`src/verilog/vga_pkg.sv`:
```
package vga_pkg;

  // one raster position as it moves down the pipeline
  typedef struct packed {
    logic [11:0] hcount;
    logic [11:0] vcount;
    logic        hsync;
    logic        vsync;
    logic        hblnk;
    logic        vblnk;
  } timing_t;

  // host-written cursor and background settings
  typedef struct packed {
    logic [11:0] xpos;
    logic [11:0] ypos;
    logic        enable;
    logic [11:0] cursor_rgb;
    logic [3:0]  bg_tint;
  } cursor_cfg_t;

  // cursor painter verdict for one pixel
  typedef struct packed {
    logic        hit;
    logic [11:0] rgb;
  } cursor_px_t;

  // APB register offsets
  localparam logic [7:0] ADDR_XPOS = 8'h00;
  localparam logic [7:0] ADDR_YPOS = 8'h04;
  localparam logic [7:0] ADDR_CTRL = 8'h08;
  localparam logic [7:0] ADDR_TINT = 8'h0c;

  // side of the arrow triangle in pixels
  localparam int CURSOR_SIZE = 16;

endpackage

```
`src/verilog/vga_timing.sv`:
```
`timescale 1ns/1ps

module vga_timing
  import vga_pkg::*;
#(
  parameter int H_ACTIVE = 1024,
  parameter int H_FP     = 24,
  parameter int H_SYNC   = 136,
  parameter int H_BP     = 160,
  parameter int V_ACTIVE = 768,
  parameter int V_FP     = 3,
  parameter int V_SYNC   = 6,
  parameter int V_BP     = 29
) (
  input  logic    pclk,
  input  logic    rst_n,
  output timing_t timing
);

  localparam logic [11:0] H_LAST       = 12'(H_ACTIVE + H_FP + H_SYNC + H_BP - 1);
  localparam logic [11:0] H_SYNC_START = 12'(H_ACTIVE + H_FP);
  localparam logic [11:0] H_SYNC_END   = 12'(H_ACTIVE + H_FP + H_SYNC);
  localparam logic [11:0] V_LAST       = 12'(V_ACTIVE + V_FP + V_SYNC + V_BP - 1);
  localparam logic [11:0] V_SYNC_START = 12'(V_ACTIVE + V_FP);
  localparam logic [11:0] V_SYNC_END   = 12'(V_ACTIVE + V_FP + V_SYNC);

  timing_t timing_nxt;
  logic    line_end;

  assign line_end = (timing.hcount == H_LAST);

  always_comb begin
    timing_nxt.hcount = line_end ? 12'd0 : timing.hcount + 12'd1;
    if (line_end) begin
      timing_nxt.vcount = (timing.vcount == V_LAST) ? 12'd0 : timing.vcount + 12'd1;
    end else begin
      timing_nxt.vcount = timing.vcount;
    end
    // flags follow the new counts so they land in the same register stage
    timing_nxt.hblnk = (timing_nxt.hcount >= 12'(H_ACTIVE));
    timing_nxt.vblnk = (timing_nxt.vcount >= 12'(V_ACTIVE));
    timing_nxt.hsync = !((timing_nxt.hcount >= H_SYNC_START) &&
                         (timing_nxt.hcount < H_SYNC_END));
    timing_nxt.vsync = !((timing_nxt.vcount >= V_SYNC_START) &&
                         (timing_nxt.vcount < V_SYNC_END));
  end

  always_ff @(posedge pclk) begin
    if (!rst_n) begin
      // park on the last position so the first run edge lands on 0,0
      timing.hcount <= H_LAST;
      timing.vcount <= V_LAST;
      timing.hsync  <= 1'b1;
      timing.vsync  <= 1'b1;
      timing.hblnk  <= 1'b1;
      timing.vblnk  <= 1'b1;
    end else begin
      timing <= timing_nxt;
    end
  end

endmodule

```
`src/verilog/draw_background.sv`:
```
`timescale 1ns/1ps

module draw_background
  import vga_pkg::*;
#(
  parameter int H_ACTIVE = 1024,
  parameter int V_ACTIVE = 768
) (
  input  logic        pclk,
  input  logic        rst_n,
  input  timing_t     timing_in,
  input  cursor_cfg_t cfg,
  output timing_t     timing_out,
  output logic [11:0] bg_rgb
);

  localparam logic [11:0] H_LAST_COL = 12'(H_ACTIVE - 1);
  localparam logic [11:0] V_LAST_ROW = 12'(V_ACTIVE - 1);

  logic        border;
  logic [11:0] rgb_nxt;

  // outer frame of the active area
  assign border = (timing_in.hcount == 12'd0) || (timing_in.hcount == H_LAST_COL) ||
                  (timing_in.vcount == 12'd0) || (timing_in.vcount == V_LAST_ROW);

  // red ramps across, green ramps down, blue from the host tint
  assign rgb_nxt = border ? 12'hfff
                          : {timing_in.hcount[5:2], timing_in.vcount[5:2], cfg.bg_tint};

  always_ff @(posedge pclk) begin
    if (!rst_n) begin
      timing_out.hcount <= 12'd0;
      timing_out.vcount <= 12'd0;
      timing_out.hsync  <= 1'b1;
      timing_out.vsync  <= 1'b1;
      timing_out.hblnk  <= 1'b1;
      timing_out.vblnk  <= 1'b1;
    end else begin
      timing_out <= timing_in;
    end
  end

  always_ff @(posedge pclk) begin
    bg_rgb <= rgb_nxt;
  end

endmodule

```
`src/verilog/draw_cursor.sv`:
```
`timescale 1ns/1ps

module draw_cursor
  import vga_pkg::*;
(
  input  logic        pclk,
  input  logic        rst_n,
  input  timing_t     timing_in,
  input  cursor_cfg_t cfg,
  output cursor_px_t  cursor_px
);

  // one extra bit keeps positions left of or above the cursor negative
  logic [12:0] dx;
  logic [12:0] dy;
  logic        dx_in;
  logic        dy_in;
  logic        hit_nxt;

  assign dx = {1'b0, timing_in.hcount} - {1'b0, cfg.xpos};
  assign dy = {1'b0, timing_in.vcount} - {1'b0, cfg.ypos};

  assign dx_in = !dx[12] && (dx < 13'(CURSOR_SIZE));
  assign dy_in = !dy[12] && (dy < 13'(CURSOR_SIZE));

  // lower-left half of the box gives the arrow triangle
  assign hit_nxt = cfg.enable && dx_in && dy_in && (dx <= dy);

  always_ff @(posedge pclk) begin
    if (!rst_n) begin
      cursor_px.hit <= 1'b0;
    end else begin
      cursor_px.hit <= hit_nxt;
    end
  end

  // colour rides along with the hit
  always_ff @(posedge pclk) begin
    cursor_px.rgb <= cfg.cursor_rgb;
  end

endmodule

```
`src/verilog/pixel_mixer.sv`:
```
`timescale 1ns/1ps

module pixel_mixer
  import vga_pkg::*;
(
  input  logic        pclk,
  input  logic        rst_n,
  input  timing_t     timing_in,
  input  logic [11:0] bg_rgb,
  input  cursor_px_t  cursor_px,
  output logic        hs,
  output logic        vs,
  output logic [3:0]  r,
  output logic [3:0]  g,
  output logic [3:0]  b
);

  logic [11:0] rgb_nxt;

  always_comb begin
    if (timing_in.hblnk || timing_in.vblnk) begin
      rgb_nxt = 12'h000;
    end else if (cursor_px.hit) begin
      rgb_nxt = cursor_px.rgb;
    end else begin
      rgb_nxt = bg_rgb;
    end
  end

  // pin register, syncs idle high
  always_ff @(posedge pclk) begin
    if (!rst_n) begin
      hs        <= 1'b1;
      vs        <= 1'b1;
      {r, g, b} <= 12'h000;
    end else begin
      hs        <= timing_in.hsync;
      vs        <= timing_in.vsync;
      {r, g, b} <= rgb_nxt;
    end
  end

endmodule

```
`src/verilog/cursor_regs.sv`:
```
`timescale 1ns/1ps

module cursor_regs
  import vga_pkg::*;
(
  input  logic        pclk,
  input  logic        rst_n,
  input  logic        psel,
  input  logic        penable,
  input  logic        pwrite,
  input  logic [7:0]  paddr,
  input  logic [31:0] pwdata,
  output logic [31:0] prdata,
  output logic        pready,
  output logic        pslverr,
  output cursor_cfg_t cfg
);

  logic addr_ok;
  logic access;
  logic wr_en;

  assign addr_ok = (paddr == ADDR_XPOS) || (paddr == ADDR_YPOS) ||
                   (paddr == ADDR_CTRL) || (paddr == ADDR_TINT);

  assign access  = psel && penable;
  assign wr_en   = access && pwrite && addr_ok;

  // no wait states
  assign pready  = 1'b1;
  assign pslverr = access && !addr_ok;

  always_ff @(posedge pclk) begin
    if (!rst_n) begin
      cfg <= '0;
    end else if (wr_en) begin
      case (paddr)
        ADDR_XPOS: cfg.xpos <= pwdata[11:0];
        ADDR_YPOS: cfg.ypos <= pwdata[11:0];
        ADDR_CTRL: begin
          cfg.enable     <= pwdata[12];
          cfg.cursor_rgb <= pwdata[11:0];
        end
        ADDR_TINT: cfg.bg_tint <= pwdata[3:0];
        default: ;
      endcase
    end
  end

  // read mux, unused bits and unknown offsets read zero
  always_comb begin
    prdata = 32'd0;
    case (paddr)
      ADDR_XPOS: prdata[11:0] = cfg.xpos;
      ADDR_YPOS: prdata[11:0] = cfg.ypos;
      ADDR_CTRL: prdata[12:0] = {cfg.enable, cfg.cursor_rgb};
      ADDR_TINT: prdata[3:0]  = cfg.bg_tint;
      default:   prdata       = 32'd0;
    endcase
  end

endmodule

```
`src/verilog/vga_top.sv`:
```
`timescale 1ns/1ps

module vga_top
  import vga_pkg::*;
#(
  parameter int H_ACTIVE = 1024,
  parameter int H_FP     = 24,
  parameter int H_SYNC   = 136,
  parameter int H_BP     = 160,
  parameter int V_ACTIVE = 768,
  parameter int V_FP     = 3,
  parameter int V_SYNC   = 6,
  parameter int V_BP     = 29
) (
  input  logic        pclk,
  input  logic        rst_n,
  input  logic        psel,
  input  logic        penable,
  input  logic        pwrite,
  input  logic [7:0]  paddr,
  input  logic [31:0] pwdata,
  output logic [31:0] prdata,
  output logic        pready,
  output logic        pslverr,
  output logic        hs,
  output logic        vs,
  output logic [3:0]  r,
  output logic [3:0]  g,
  output logic [3:0]  b
);

  cursor_cfg_t cfg;
  timing_t     timing_raw;
  timing_t     timing_bg;
  logic [11:0] bg_rgb;
  cursor_px_t  cursor_px;

  cursor_regs u_regs (
    .pclk    (pclk),
    .rst_n   (rst_n),
    .psel    (psel),
    .penable (penable),
    .pwrite  (pwrite),
    .paddr   (paddr),
    .pwdata  (pwdata),
    .prdata  (prdata),
    .pready  (pready),
    .pslverr (pslverr),
    .cfg     (cfg)
  );

  vga_timing #(
    .H_ACTIVE (H_ACTIVE),
    .H_FP     (H_FP),
    .H_SYNC   (H_SYNC),
    .H_BP     (H_BP),
    .V_ACTIVE (V_ACTIVE),
    .V_FP     (V_FP),
    .V_SYNC   (V_SYNC),
    .V_BP     (V_BP)
  ) u_timing (
    .pclk   (pclk),
    .rst_n  (rst_n),
    .timing (timing_raw)
  );

  // both painters see the same position in the same cycle
  draw_background #(
    .H_ACTIVE (H_ACTIVE),
    .V_ACTIVE (V_ACTIVE)
  ) u_background (
    .pclk       (pclk),
    .rst_n      (rst_n),
    .timing_in  (timing_raw),
    .cfg        (cfg),
    .timing_out (timing_bg),
    .bg_rgb     (bg_rgb)
  );

  draw_cursor u_cursor (
    .pclk      (pclk),
    .rst_n     (rst_n),
    .timing_in (timing_raw),
    .cfg       (cfg),
    .cursor_px (cursor_px)
  );

  pixel_mixer u_mixer (
    .pclk      (pclk),
    .rst_n     (rst_n),
    .timing_in (timing_bg),
    .bg_rgb    (bg_rgb),
    .cursor_px (cursor_px),
    .hs        (hs),
    .vs        (vs),
    .r         (r),
    .g         (g),
    .b         (b)
  );

endmodule

```
`config.mk`:
```
export PLATFORM = sky130hd
export DESIGN_NAME = vga_top
export DESIGN_NICKNAME = d
export VERILOG_FILES = /design/src/verilog/vga_pkg.sv /design/src/verilog/vga_timing.sv /design/src/verilog/draw_background.sv /design/src/verilog/draw_cursor.sv /design/src/verilog/pixel_mixer.sv /design/src/verilog/cursor_regs.sv /design/src/verilog/vga_top.sv
export SDC_FILE = /design/constraint.sdc
export NUM_CORES = 1
export LEC_CHECK = 0
export ABC_AREA = 1
export BUFFER_PORTS_ARGS = -buffer_cell sky130_fd_sc_hd__clkbuf_2
export CORE_MARGIN = 1
export CORE_UTILIZATION = 45
export CTS_CLUSTER_DIAMETER = 100
export CTS_CLUSTER_SIZE = 14
export DETAILED_ROUTE_END_ITERATION = 7
export PLACE_DENSITY = 0.65
export SYNTH_ARGS = -nofsm -noshare
export SYNTH_HDL_FRONTEND = slang
export SYNTH_SLANG_ARGS = --single-unit
```
`constraint.sdc`:
```
create_clock -name pclk -period 3.39 [get_ports pclk]
set_input_delay 0.339 -clock pclk [delete_from_list [all_inputs] [get_ports pclk]]
set_output_delay 0.339 -clock pclk [all_outputs]
set_load 0.02 [all_outputs]
```
==> flow_summary.ini <==
[logic_synthesis]
yosysSeqAreaShare_pct = 34.7
netlist_area_sq_um = 6450
synth_warnings = 0
ys_async_sr_fraction_pct = 0
synth_flop_cell = dfxtp_1
yosysUniqueCellTypes = 45
synth_area_leader_cell = dfxtp_1
syn_area_per_cell_sq_um = 6.99
yosysTopAreaCellShare_pct = 34.7
ys_top_cells_by_area = dfxtp_1 35%, nand2_1 14%, ha_1 7.4%
synth_edf_count = 0
ys_seq_elements = 112
syn_inst = 924

[placement]
placed_area_sq_um = 6740
gp_congestion = 0.918
port-buffer-count = 53
hpwl_um = 12500

[clock_tree]
htree_num_levels = 3
cts-root-buf = clkbuf_16
cts_tree = yes
cts.sinks = 112
clkLatencyLatePin_ns = 0.37
cts_inserted_buffers = 9
clock_path_buffers = 2
cts_hold_buf = 0
clk_pin_slew_ns = 0.09
ctsResizeCount = 0
post_cts_buffers = 0

[final_layout]
final_cell_mix = 236 x nand2_1, 125 x inv_1, 112 x dfxtp_1, 69 x a21oi_1, 67 x nor2_1
diodes = 0
fin_area_sq_um = 7050
final_common_cell = nand2_1
nFillCells = 1425
area_growth_pct = 9.25
num-nets-final = 1050
drive_above_1_share_pct = 11.2

[power]
leakage_nw = 3.39
ir_drop_mv = 0.298
p_per_area_nw_per_um2 = 710

[floorplan]
placementRows = 43
die_w_um = 122
die_area_sq_um = 14800
ios = 93
dieHeight_um = 122
coreArea_sq_um = 13900
initial_utilization_pct = 46.3

[flow_run]
drv_cap = 0

[critical_path]
cp_data_required_time_ns = 3.66
worstSetupEndpointType = register
critical_path.max_fanout = 5
cp-start-kind = register
r2r_cells = 20
cp_data_arrival_time_ns = 3.13
crit_type = register to register

[timing]
maxSlewHeadroom_pct = 56.6
period_share_pct = 84.5
rsz0062_at_grt = false
max_freq_ghz = 0.349
slew_violations = 0
hold_viol = 0
setup_tns_ns = 0
worst_pin_slew_ns = 0.650
skew_ns = 0.0184
setup_viol = 0
fin_crit_ns = 2.86
hold_ws_ns = 0.293

[global_route]
grt_overflow = 0
grt_pass1_wl_um = 25900
grt_pass1_vias = 5209
grt_usage_pct = 22.7
antenna_found_initial = 0
grt_start_max_net_pins = 42

[drt]
via_per_inst = 5.00
wirelength_um = 15800
first_pass_iters = 5
drc = 0
dr.first_iter.drc_count = 343
drtAntennaViolNets = 0
drt-wirelength-per-cell_um = 13.7
vias = 5751

[status]
outcome = completed

[hold_path]
min_path_type = input pin to register
hold_depth = 3
layer usage:
layer	global-route usage, %	vias up	wire length, um
li1	-	3016	-
met1	30.5	2600	7490
met2	36.9	121	7270
met3	4.54	14	795
met4	5.79	0	243
met5	0	-	0
cells by family after synthesis:
logic type	count (synthesis)	share of synthesized area, %
and+or+nand+nor	431	30.0
buffers and inverters	176	12.3
AOI/OAI and AO/OA	144	12.3
DFF	112	34.7
adders and majority gates	40	7.99
xor gates and xnor gates	19	2.58
other	2	0.116
report_power, final:
| part | internal [mW] | switching (mW) |
|---|---|---|
| Clock | 0.537 | 0.572 |
| Combinational | 0.835 | 1.45 |
| Sequential | 1.46 | 0.151 |
critical path, cell delays in order, from the launching register on:
cell and delay, ns:
dfxtp_1 0.42, inv_1 0.11, ha_1 0.24, fa_1 0.43, inv_1 0.14, nand3_1 0.08
nand3_1 0.11, xor2_1 0.22, inv_1 0.07, ha_1 0.29, nand2_1 0.05, inv_1 0.06
o21ai_0 0.08, nand2_1 0.07, nand4_1 0.10, nand2_1 0.08, nand2_1 0.05, nand2_1 0.05
nand2_1 0.04, nand2_1 0.05, a21oi_1 0.06
worst paths after layout:
kind | to | start | slack (ns)
setup reg to reg | u_cursor.cursor_px[12] | u_timing.timing[4] | 0.53
hold reg to reg | u_cursor.cursor_px[2] | u_regs.cfg[6] | 0.35
hold / removal | u_regs.cfg[14] | pwdata[10] | 0.29
setup / recovery | u_cursor.cursor_px[12] | u_timing.timing[4] | 0.53
final cells by class:
class	count	area, sq um	share of cell area [%]
Sequential cell	112	2240	31.8
Clock inverter	7	91.3	1.30
Timing Repair Buffer	55	280	3.97
Multi-Input combinational cell	654	3490	49.4
Inverter	133	502	7.11
Tap cell	180	225	3.19
Clock buffer	9	225	3.19
through the flow:
stage | setup WS (ns) | utilization [%] | cells | total power [mW]
after floorplan | 0.858 | - | 942 | 3.43
after global placement | 0.578 | 48.3 | 1134 | 3.88
after detailed placement | 0.533 | 48.3 | 1134 | 3.91
after CTS | 0.521 | 50.6 | 1150 | 5.02
after global routing | 0.167 | 50.6 | 1150 | 5.46
final | 0.526 | 50.6 | 1150 | 5.00
flip-flops by register name, summed over array words and instances (netlist names):
signal,flops
u_mixer.hs,1
u_cursor.cursor_px,13
u_timing.timing,28
u_mixer.vs,1
u_mixer.g,4
u_mixer.b,4
u_regs.cfg,41
u_mixer.r,4
u_background.timing_out,4
u_background.bg_rgb,12
cells in the mapped netlist (2+ instances only):
| library cell | count |
|---|---|
| xor2_1 | 13 |
| nand4_1 | 17 |
| nand3_1 | 59 |
| o22ai_1 | 3 |
| nor2_1 | 67 |
| nand3b_1 | 3 |
| o221ai_1 | 8 |
| nand2_2 | 2 |
| buf_4 | 21 |
| nor2_4 | 3 |
| nor3_2 | 2 |
| inv_2 | 5 |
| nand2_1 | 236 |
| nand3_2 | 4 |
| and2_1 | 2 |
| a21oi_1 | 69 |
| fa_1 | 2 |
| clkinv_1 | 2 |
| nand2_4 | 3 |
| or2_2 | 9 |
| o21ai_2 | 2 |
| o21ai_0 | 51 |
| nor2_2 | 3 |
| clkbuf_1 | 14 |
| dfxtp_1 | 112 |
| ha_1 | 38 |
| buf_6 | 7 |
| xnor2_1 | 6 |
| conb_1 | 2 |
| o21bai_1 | 5 |
| nor3_1 | 14 |
| nor4_1 | 3 |
| inv_1 | 125 |
(Power assumes the default switching activity.)
